<file path="src/source/fpu_pkg.sv">
package fpu_pkg;

	// stored field widths of the single-precision format
	localparam int MAN_WIDTH = 23;
	localparam int EXP_WIDTH = 8;
	localparam int EXP_BIAS = 127;

	// signed internal exponent, wide enough to hold overflow and underflow
	localparam int INT_EXP_WIDTH = 10;

	// quiet NaN returned for every NaN result
	localparam logic [31:0] CANONICAL_NAN = 32'h7fc00000;

	// rounding modes, encoded as in RISC-V
	typedef enum logic [2:0] {
		RNE = 3'd0,
		RTZ = 3'd1,
		RDN = 3'd2,
		RUP = 3'd3,
		RMM = 3'd4
	} rounding_mode_t;

endpackage

</file>
<file path="src/source/fpu_result_if.sv">
interface fpu_result_if import fpu_pkg::*; ();

	// handshake
	logic valid;
	logic ready;

	// unrounded product, hidden bit at the top of man
	rounding_mode_t rm;
	logic [MAN_WIDTH:0] man;
	logic signed [INT_EXP_WIDTH-1:0] exp;
	logic sgn;
	logic round_bit;
	logic sticky_bit;

	// packed special value that bypasses rounding
	logic skip_round;
	logic iv;

	modport producer (
		output valid, rm, man, exp, sgn, round_bit, sticky_bit, skip_round, iv,
		input ready
	);

	modport consumer (
		input valid, rm, man, exp, sgn, round_bit, sticky_bit, skip_round, iv,
		output ready
	);

endinterface

</file>
<file path="src/source/rshifter.sv">
module rshifter #(
	parameter int WIDTH = 25,
	parameter int SEL_WIDTH = 5
) (
	input logic [WIDTH-1:0] in,
	input logic [SEL_WIDTH-1:0] sel,
	output logic [WIDTH-1:0] out,
	output logic sticky_bit
);

	// ones in every position that the shift pushes out
	logic [WIDTH-1:0] lost_mask;

	always_comb begin
		out = in >> sel;
		lost_mask = ~({WIDTH{1'b1}} << sel);
		// anything shifted past bit 0 ends up in sticky
		sticky_bit = |(in & lost_mask);
	end

endmodule

</file>
<file path="src/source/rounding_logic.sv">
module rounding_logic import fpu_pkg::*; #(
	parameter int WIDTH = 23
) (
	input rounding_mode_t rm,
	input logic [WIDTH-1:0] in,
	input logic round_bit,
	input logic sticky_bit,
	input logic sgn,
	output logic [WIDTH-1:0] out,
	output logic carry,
	output logic inexact
);

	logic round_up;

	assign inexact = round_bit || sticky_bit;

	// increment decision per mode
	always_comb begin
		case (rm)
			RNE: round_up = round_bit && (sticky_bit || in[0]);
			RTZ: round_up = 1'b0;
			RDN: round_up = sgn && inexact;
			RUP: round_up = !sgn && inexact;
			RMM: round_up = round_bit;
			default: round_up = 1'b0;
		endcase
	end

	// carry out means the mantissa wrapped to zero
	assign {carry, out} = {1'b0, in} + {{WIDTH{1'b0}}, round_up};

endmodule

</file>
<file path="src/source/fpu_multiplier.sv">
module fpu_multiplier import fpu_pkg::*; (
	input logic clk,
	input logic reset,
	input logic in_valid,
	output logic in_ready,
	input logic [31:0] operand_a,
	input logic [31:0] operand_b,
	input rounding_mode_t rm,
	fpu_result_if.producer res
);

	localparam int PROD_WIDTH = 2 * (MAN_WIDTH + 1);

	logic sgn_a;
	logic sgn_b;
	logic sgn_r;
	logic [EXP_WIDTH-1:0] exp_a;
	logic [EXP_WIDTH-1:0] exp_b;
	logic [MAN_WIDTH-1:0] man_a;
	logic [MAN_WIDTH-1:0] man_b;

	logic zero_a;
	logic zero_b;
	logic inf_a;
	logic inf_b;
	logic nan_a;
	logic nan_b;
	logic snan_a;
	logic snan_b;
	logic inf_times_zero;
	logic special;
	logic special_iv;
	logic [31:0] special_val;

	logic [PROD_WIDTH-1:0] product;
	logic [PROD_WIDTH-1:0] product_norm;
	logic signed [INT_EXP_WIDTH-1:0] exp_unbiased;

	assign {sgn_a, exp_a, man_a} = operand_a;
	assign {sgn_b, exp_b, man_b} = operand_b;
	assign sgn_r = sgn_a ^ sgn_b;

	// denormal operands count as zero
	assign zero_a = exp_a == '0;
	assign zero_b = exp_b == '0;
	assign inf_a = (&exp_a) && (man_a == '0);
	assign inf_b = (&exp_b) && (man_b == '0);
	assign nan_a = (&exp_a) && (|man_a);
	assign nan_b = (&exp_b) && (|man_b);
	// quiet bit clear means signaling
	assign snan_a = nan_a && !man_a[MAN_WIDTH-1];
	assign snan_b = nan_b && !man_b[MAN_WIDTH-1];

	assign inf_times_zero = (inf_a && zero_b) || (inf_b && zero_a);
	assign special = nan_a || nan_b || inf_a || inf_b || zero_a || zero_b;

	// packed result for the special cases
	always_comb begin
		special_iv = 1'b0;
		if (nan_a || nan_b || inf_times_zero) begin
			special_val = CANONICAL_NAN;
			special_iv = snan_a || snan_b || inf_times_zero;
		end else if (inf_a || inf_b) begin
			special_val = {sgn_r, {EXP_WIDTH{1'b1}}, {MAN_WIDTH{1'b0}}};
		end else begin
			special_val = {sgn_r, {(EXP_WIDTH + MAN_WIDTH){1'b0}}};
		end
	end

	// significand product lies in [1, 4)
	assign product = {1'b1, man_a} * {1'b1, man_b};

	always_comb begin
		// top bit set means the product is in [2, 4)
		if (product[PROD_WIDTH-1])
			product_norm = product;
		else
			product_norm = product << 1;
		exp_unbiased = INT_EXP_WIDTH'(exp_a) + INT_EXP_WIDTH'(exp_b)
			- INT_EXP_WIDTH'(2 * EXP_BIAS) + INT_EXP_WIDTH'(product[PROD_WIDTH-1]);
	end

	assign in_ready = res.ready;

	always_ff @(posedge clk, posedge reset) begin
		if (reset) begin
			res.valid <= 1'b0;
		end else if (in_valid && in_ready) begin
			res.valid <= 1'b1;
		end else if (res.ready) begin
			res.valid <= 1'b0;
		end
	end

	always_ff @(posedge clk) begin
		if (in_valid && in_ready) begin
			res.rm <= rm;
			res.skip_round <= special;
			res.iv <= special_iv;
			if (special) begin
				// fields laid out so the post processor packs them unchanged
				res.sgn <= special_val[31];
				res.exp <= INT_EXP_WIDTH'(special_val[MAN_WIDTH +: EXP_WIDTH]);
				res.man <= {1'b0, special_val[MAN_WIDTH-1:0]};
				res.round_bit <= 1'b0;
				res.sticky_bit <= 1'b0;
			end else begin
				res.sgn <= sgn_r;
				res.exp <= exp_unbiased;
				res.man <= product_norm[PROD_WIDTH-1 -: MAN_WIDTH + 1];
				res.round_bit <= product_norm[MAN_WIDTH];
				res.sticky_bit <= |product_norm[MAN_WIDTH-1:0];
			end
		end
	end

endmodule

</file>
<file path="src/source/post_processor.sv">
module post_processor import fpu_pkg::*; (
	input logic clk,
	input logic reset,
	fpu_result_if.consumer src,
	output logic out_valid,
	input logic out_ready,
	output logic [31:0] float_out,
	output logic iv,
	output logic of,
	output logic uf,
	output logic ie
);

	// hidden bit, stored mantissa and round bit go through the shifter together
	localparam int SHIFT_WIDTH = MAN_WIDTH + 2;
	localparam int SHIFT_SEL_WIDTH = $clog2(SHIFT_WIDTH);

	rounding_mode_t reg_rm;
	logic [MAN_WIDTH-1:0] reg_man;
	logic [INT_EXP_WIDTH-1:0] reg_exp;
	logic reg_sgn;
	logic reg_round_bit;
	logic reg_sticky_bit;
	logic reg_skip_round;
	logic reg_equal;
	logic reg_less;
	logic reg_iv;

	logic signed [INT_EXP_WIDTH-1:0] exp_biased;
	logic [INT_EXP_WIDTH-1:0] exp_adj;
	logic [INT_EXP_WIDTH-1:0] offset;
	logic equal;
	logic less;
	logic [SHIFT_SEL_WIDTH-1:0] shift_sel;

	logic [SHIFT_WIDTH-1:0] shifter_out;
	logic shift_sticky;

	logic [MAN_WIDTH-1:0] man_rounded;
	logic [INT_EXP_WIDTH-1:0] exp_rounded;
	logic inc_exp;
	logic inexact;
	logic sat_to_max;

	logic [31:0] result_comb;
	logic of_comb;
	logic uf_comb;
	logic ie_comb;

	assign src.ready = out_ready;

	// bias and denormalization amount
	always_comb begin
		exp_biased = src.exp + INT_EXP_WIDTH'(EXP_BIAS);
		equal = exp_biased == '0;
		less = exp_biased[INT_EXP_WIDTH-1];
		if (equal || less) begin
			// tiny result, shift right and force the exponent field to zero
			offset = INT_EXP_WIDTH'(1) - exp_biased;
			exp_adj = '0;
		end else begin
			offset = '0;
			exp_adj = exp_biased;
		end
		// large shifts only clear the mantissa, so cap them
		if (|offset[INT_EXP_WIDTH-1:SHIFT_SEL_WIDTH])
			shift_sel = '1;
		else
			shift_sel = offset[SHIFT_SEL_WIDTH-1:0];
	end

	rshifter #(
		.WIDTH(SHIFT_WIDTH),
		.SEL_WIDTH(SHIFT_SEL_WIDTH)
	) rshifter_i (
		.in({src.man, src.round_bit}),
		.sel(shift_sel),
		.out(shifter_out),
		.sticky_bit(shift_sticky)
	);

	always_ff @(posedge clk, posedge reset) begin
		if (reset) begin
			out_valid <= 1'b0;
		end else if (src.valid && src.ready) begin
			out_valid <= 1'b1;
		end else if (out_ready) begin
			out_valid <= 1'b0;
		end
	end

	always_ff @(posedge clk) begin
		if (src.valid && src.ready) begin
			reg_rm <= src.rm;
			reg_sgn <= src.sgn;
			reg_skip_round <= src.skip_round;
			reg_iv <= src.iv;
			if (src.skip_round) begin
				reg_man <= src.man[MAN_WIDTH-1:0];
				reg_exp <= src.exp;
				reg_round_bit <= 1'b0;
				reg_sticky_bit <= 1'b0;
				reg_equal <= 1'b0;
				reg_less <= 1'b0;
			end else begin
				reg_man <= shifter_out[MAN_WIDTH:1];
				reg_exp <= exp_adj;
				reg_round_bit <= shifter_out[0];
				reg_sticky_bit <= src.sticky_bit || shift_sticky;
				reg_equal <= equal;
				reg_less <= less;
			end
		end
	end

	rounding_logic #(
		.WIDTH(MAN_WIDTH)
	) rounding_logic_i (
		.rm(reg_rm),
		.in(reg_man),
		.round_bit(reg_round_bit),
		.sticky_bit(reg_sticky_bit),
		.sgn(reg_sgn),
		.out(man_rounded),
		.carry(inc_exp),
		.inexact(inexact)
	);

	// modes that never round away from zero on this sign
	assign sat_to_max = (reg_rm == RTZ) || (reg_rm == RDN && !reg_sgn)
		|| (reg_rm == RUP && reg_sgn);

	always_comb begin
		exp_rounded = reg_exp + INT_EXP_WIDTH'(inc_exp);
		result_comb = {reg_sgn, reg_exp[EXP_WIDTH-1:0], reg_man};
		of_comb = 1'b0;
		uf_comb = 1'b0;
		ie_comb = 1'b0;
		if (!reg_skip_round) begin
			if (exp_rounded >= INT_EXP_WIDTH'(2 ** EXP_WIDTH - 1)) begin
				of_comb = 1'b1;
				ie_comb = 1'b1;
				if (sat_to_max)
					result_comb = {reg_sgn, {(EXP_WIDTH - 1){1'b1}}, 1'b0, {MAN_WIDTH{1'b1}}};
				else
					result_comb = {reg_sgn, {EXP_WIDTH{1'b1}}, {MAN_WIDTH{1'b0}}};
			end else begin
				ie_comb = inexact;
				// tiny after rounding
				uf_comb = inexact && (reg_less || (reg_equal && !inc_exp));
				result_comb = {reg_sgn, exp_rounded[EXP_WIDTH-1:0], man_rounded};
			end
		end
	end

	assign float_out = result_comb;
	assign iv = out_valid && reg_iv;
	assign of = out_valid && of_comb;
	assign uf = out_valid && uf_comb;
	assign ie = out_valid && ie_comb;

endmodule

</file>
<file path="src/source/fpu_mul_top.sv">
module fpu_mul_top import fpu_pkg::*; (
	input logic clk,
	input logic reset,
	input logic in_valid,
	output logic in_ready,
	input logic [31:0] operand_a,
	input logic [31:0] operand_b,
	input rounding_mode_t rm,
	output logic out_valid,
	input logic out_ready,
	output logic [31:0] result,
	output logic flag_iv,
	output logic flag_of,
	output logic flag_uf,
	output logic flag_ie
);

	// unrounded product between the two stages
	fpu_result_if result_if ();

	fpu_multiplier multiplier_i (
		.clk(clk),
		.reset(reset),
		.in_valid(in_valid),
		.in_ready(in_ready),
		.operand_a(operand_a),
		.operand_b(operand_b),
		.rm(rm),
		.res(result_if.producer)
	);

	post_processor post_processor_i (
		.clk(clk),
		.reset(reset),
		.src(result_if.consumer),
		.out_valid(out_valid),
		.out_ready(out_ready),
		.float_out(result),
		.iv(flag_iv),
		.of(flag_of),
		.uf(flag_uf),
		.ie(flag_ie)
	);

endmodule

</file>
<file path="config.mk">
export PLATFORM = sky130hd
export DESIGN_NAME = fpu_mul_top
export DESIGN_NICKNAME = d
export VERILOG_FILES = /design/src/source/fpu_pkg.sv /design/src/source/fpu_result_if.sv /design/src/source/rshifter.sv /design/src/source/rounding_logic.sv /design/src/source/fpu_multiplier.sv /design/src/source/post_processor.sv /design/src/source/fpu_mul_top.sv
export SDC_FILE = /design/constraint.sdc
export NUM_CORES = 2
export LEC_CHECK = 0
export BUFFER_PORTS_ARGS = -buffer_cell sky130_fd_sc_hd__clkbuf_2
export CAP_MARGIN = 20
export CORE_AREA = 5 5 317 164
export DETAILED_ROUTE_END_ITERATION = 10
export DIE_AREA = 0 0 322 169
export PLACE_DENSITY_LB_ADDON = 0.08
export SYNTH_ARGS = -nofsm -noshare
export SYNTH_HDL_FRONTEND = slang
export SYNTH_HIERARCHICAL = 1
export SYNTH_SLANG_ARGS = --single-unit
</file>
<file path="constraint.sdc">
create_clock -name clk -period 5.2 [get_ports clk]
set_input_delay 1.04 -clock clk [delete_from_list [all_inputs] [get_ports clk]]
set_output_delay 1.04 -clock clk [all_outputs]
set_load 0.03 [all_outputs]
</file>
Yosys cells after proc, flatten, opt, wreduce, memory -nomap -nowiden
Index checks and enable logic that the tools add are counted.
{"block": "op_classes", "n_shift": 2, "order_cmp": 1, "n_div": 0, "add_sub_neg": 7, "reduce_logical": 57, "n_bitwise": 3, "multipliers": 1, "mux": 24, "eq_ne": 4}
{"op": "$mux W31", "count": 3}
{"op": "$reduce_or A23 Y1", "count": 3}
{"op": "$mul A24 B24 Y48", "count": 1}
{"op": "$mux W48", "count": 1}
{"op": "$logic_not A23 Y1", "count": 2}
{"op": "$mux W23", "count": 2}
{"op": "$mux W32", "count": 1}
{"op": "$mux W10", "count": 3}
{"op": "$and A25 B25 Y25", "count": 1}
{"op": "$not A25 Y25", "count": 1}
{"op": "$reduce_or A25 Y1", "count": 1}
{"op": "$shl A25 B5 Y25 const A", "count": 1}
{"op": "$shr A25 B5 Y24", "count": 1}
{"op": "$add A23 B1 Y24", "count": 1}
{"op": "$mux W24", "count": 1}
{"op": "$logic_and A1 B1 Y1", "count": 21}
{"op": "$add A10 B1 Y10", "count": 2}
{"op": "$logic_or A1 B1 Y1", "count": 17}
{"op": "$logic_not A8 Y1", "count": 2}
{"op": "$reduce_and A8 Y1", "count": 2}
{"op": "$add A10 B8 Y10 const B", "count": 1}
{"op": "$ge A10 B8 Y1 const B", "count": 1}
{"op": "$logic_not A10 Y1", "count": 1}
{"op": "$mux W1", "count": 10}
{"op": "other kinds (14)", "count": 19}
{"block": "word_totals", "output_inout_bits": 38, "ramBits": 0, "rom_bits": 0, "latchBits": 0, "memories": 0, "elab_cells": 121, "input_bits": 71, "ff_bits": 87}

Logic depth before layout (Yosys ltp)
{"block": "depth", "depth_word": 11, "depth_mapped": 38}

By module
The synthesis kept the hierarchy.
{"mod": "fpu_multiplier", "area_per_inst_um2": 21212.8, "seq_area_each_um2": 1286.2, "cells_per_inst": 2372, "instances": 1}
{"mod": "post_processor", "area_per_inst_um2": 3213.1, "seq_area_each_um2": 1316.3, "cells_per_inst": 334, "instances": 1}
{"mod": "rshifter", "area_per_inst_um2": 1605.3, "seq_area_each_um2": 0.0, "cells_per_inst": 224, "instances": 1}
{"mod": "rounding_logic", "area_per_inst_um2": 508.0, "seq_area_each_um2": 0.0, "cells_per_inst": 69, "instances": 1}

Worst setup path before layout
Ideal clock, no wire load.
{"block": "synth_timing", "path_type": "in2reg", "startpoint": "in operand_b[3]", "endpoint": "reg multiplier_i.res.exp[7] (data pin)", "required_time_ps": 4923, "arrival_time_ps": 8745, "setup_time_ps": 277, "setup_slack_ps": -3821, "cell_stages": 38, "cell_sequence": "clkbuf_1 nand2_1 fa_1 inv_1 fa_1 inv_1 fa_1 inv_1 fa_1 inv_1 fa_1 inv_1 fa_1 inv_1 fa_1 inv_1 ha_1 buf_2 [2 not listed] a22oi_1 a21oi_2 a21oi_2 o31ai_4 xnor2_4 buf_6 fa_1 inv_1 ha_1 inv_1 fa_1 nor2b_1 o21ai_0 nand2b_1 a21oi_1 o21bai_1 xnor2_1 o21ai_0"}
{"block": "synth_via", "elab_chain_cells": 8, "elab_cells_between_ends": 18, "cone_classes": "add/sub (1); mul (1); mux (3); reduce/logical (13)"}
{"item": "start: declaration", "line": "fpu_mul_top.sv:7", "text": "input logic [31:0] operand_b,"}
{"item": "branches (longest 7 deep; another with $mul A24 B24 Y48)"}
{"item": "$mux W8 *", "line": "fpu_multiplier.sv:100", "text": "if (special) begin"}
{"item": "end signal: assignment", "line": "fpu_multiplier.sv:103", "text": "res.exp <= INT_EXP_WIDTH'(special_val[MAN_WIDTH +: EXP_WIDTH]);"}
{"item": "end signal: assignment", "line": "fpu_multiplier.sv:109", "text": "res.exp <= exp_unbiased;"}
{"item": "end: declaration", "line": "fpu_result_if.sv:20", "text": "output valid, rm, man, exp, sgn, round_bit, sticky_bit, skip_round, iv,"}
Every way passes the cells marked *.
A chain may end at the register's enable or synchronous reset.

Final worst setup path
{"block": "layout_timing", "startpoint": "in operand_a[15]", "endpoint": "reg multiplier_i.res.exp[7] (data pin)"}
{"block": "layout_via", "elab_chain_cells": 8, "elab_cells_between_ends": 18, "cone_classes": "add/sub (1); mul (1); mux (3); reduce/logical (13)"}
{"item": "start: declaration", "line": "fpu_mul_top.sv:6", "text": "input logic [31:0] operand_a,"}
{"item": "branches (longest 7 deep; another with $mul A24 B24 Y48)"}
{"item": "$mux W8 *", "line": "fpu_multiplier.sv:100"}
Marked as above.

==> key figures <==
Status
  • Outcome: finished with violations
  • Failing checks: setup timing

Logic synthesis
  • Post-Syn Instances: 2,998
  • Avg Inst Size Synth: 8.85 µm²
  • Syn_nets: 3,749
  • Ys Warns: 6
  • Netlist Area Pre-Place: 26,500 µm²

Clocking
  • H-tree depth: 3
  • CTS Buffer Depth: 2
  • Clk sinks: 87
  • CTS Hold Bufs: 0
  • CTS Buf Count: 9
  • Worst-path clk slew: 0.07 ns
  • CTS tree: built
  • CTS root buf: clkbuf_16
  • Worst skew pair latency: 0.37 ns

Run
  • MaxCap Viol Count: 0

Critical path
  • Max incr delay on CP: 0.57 ns
  • CP Launch Point: operand_a[15]
  • Startpoint class of the critical path: input pin
  • Worst EP arrival: 8.53 ns
  • Worst Setup End Kind: flip-flop
  • Slowest cell on crit path: fa_2
  • CP most frequent cell: inv_2
  • Worst r2r src: multiplier_i/res.exp[1]$_DFFE_PP_
  • Flop-to-flop setup slack: 0.13 ns
  • Critical path class: input pin to flip-flop
  • Crit path max fanout: 8
  • Critical Path RT: 5.29 ns

STA
  • Final setup violation count: 70
  • Slew @ Worst Pin: 1.15 ns
  • Final worst slack: -3.24 ns
  • RSZ-0062 raised after global routing: yes
  • Min Clock Period, post-route: 8.44 ns
  • F_max: 0.118 GHz
  • Slew Limit Fails: 0
  • Relative slew slack: 22.7%
  • Hold Slack: 0.422 ns
  • Skew final: 0.0101 ns
  • Final period utilization: 162%
  • Hold Violations, Final: 0

Route
  • Routed wire length: 99,700 µm
  • Drt first pass iters: 6
  • DR vias: 23.7k
  • Wire per inst: 24.1 µm
  • 1st-iter DRT viols: 2,568
  • Via/cell ratio: 5.72
  • Post-route ant nets: 0
  • Drc violations: 0

GRT
  • Largest net degree at the start of global routing: 61
  • First-pass GRT wire length: 150,000 µm
  • Gr usage total: 36.7%
  • Vias in the first global route: 23.8k
  • Global route total overflow: 0
  • Initial antenna violation count: 7

Floorplanning
  • # rows: 58
  • Initial Util: 53.9%
  • Die H: 169 µm
  • Die area: 54,400 µm²
  • Die width: 322 µm
  • Core area: 49,200 µm²
  • Boundary Pins: 109

Layout
  • Number of fill cells: 3,886
  • Area delta synth->final: 28.1%
  • Util after Layout: 69.1%
  • Proportion of layout cells with a drive suffix above 1: 27.6%
  • Commonest non-fill, non-tap cell in the layout: inv_1
  • Most frequent cells in the layout: inv_1 (566), fa_1 (448), buf_4 (426)
  • Final net count: 4,216

Placement
  • Routability Congestion: 1.11
  • Port buffer count: 108
  • Hpwl dp: 81,500 µm

Hold path
  • Worst min-delay path class: flip-flop to flip-flop
  • Min-delay src: multiplier_i/res.rm[2]$_DFFE_PP_
-- what timing repair did --
action                     4_1_cts  5_1_grt
gates resized for setup        236      223
setup buffers                   34       25
setup endpoints to repair       70       82
pin swaps                       62       92
gates cloned                    10        4
-- worst max-delay path: cells and delay by family --
kind	cells	cell delay [ns]
adder cells (fa/ha/maj)	11	4.72
AO/OA/AOI/OAI	9	1.34
buffers and inverters	10	0.67
AND/OR/NAND/NOR	4	0.48
XOR/XNOR	2	0.24
-- cell type report --
| type | instances | area [µm²] | share of cell area (%) |
|---|---|---|---|
| clock inverter | 7 | 61.3 | 0.180 |
| multi-input combinational | 2154 | 22300 | 65.6 |
| sequential | 87 | 2600 | 7.65 |
| clock buffer | 9 | 225 | 0.662 |
| timing repair buffer | 611 | 5700 | 16.7 |
| tap | 660 | 826 | 2.43 |
| inverter | 602 | 2280 | 6.70 |
| antenna | 2 | 5.00 | 0.0147 |
-- sequential cells by signal, indices dropped and copies added (netlist names), 3 cells and up --
register / count
post_processor_i/reg_rm: 3
multiplier_i/res.man: 24
multiplier_i/res.rm: 3
post_processor_i/reg_man: 23
post_processor_i/reg_exp: 10
multiplier_i/res.exp: 10
-- path summary, 6_finish.rpt --
kind | to | depth (start not counted)
hold reg to reg | post_processor_i/reg_rm[2]$_DFFE_PP_ | 0
max in group asynchronous | post_processor_i/out_valid$_DFFE_PP0P_ | 2
hold / removal | post_processor_i/reg_rm[2]$_DFFE_PP_ | 0
setup reg to reg | post_processor_i/reg_man[5]$_DFFE_PP_ | 16
setup / recovery | multiplier_i/res.exp[7]$_DFFE_PP_ | 36
min in group asynchronous | multiplier_i/res.valid$_DFFE_PP0P_ | 2
-- stage by stage --
step                      setup slack (ns)  instances  cell area (µm²)  TNS [ns]
after floorplan                      -3.36       2998            26900    -80.69
after global placement               -3.81       4044            31000   -117.95
after detailed placement             -3.84       4044            31000   -121.25
after CTS                            -3.21       4104            32900    -97.81
after global routing                 -3.52       4130            34000   -119.36
final                                -3.24       4132            34000   -108.19
-- metal layers --
layer	routed length, µm	track usage [%]	vias to the layer above
li1	-	-	10300
met1	45100	57.0	11700
met2	34400	43.4	1468
met3	18900	23.1	104
met4	664	2.38	19
met5	681	5.69	-
Power is left out: the tool's default activity adds up to more than one toggle a clock period on the data nets, which glitch-free logic cannot reach.
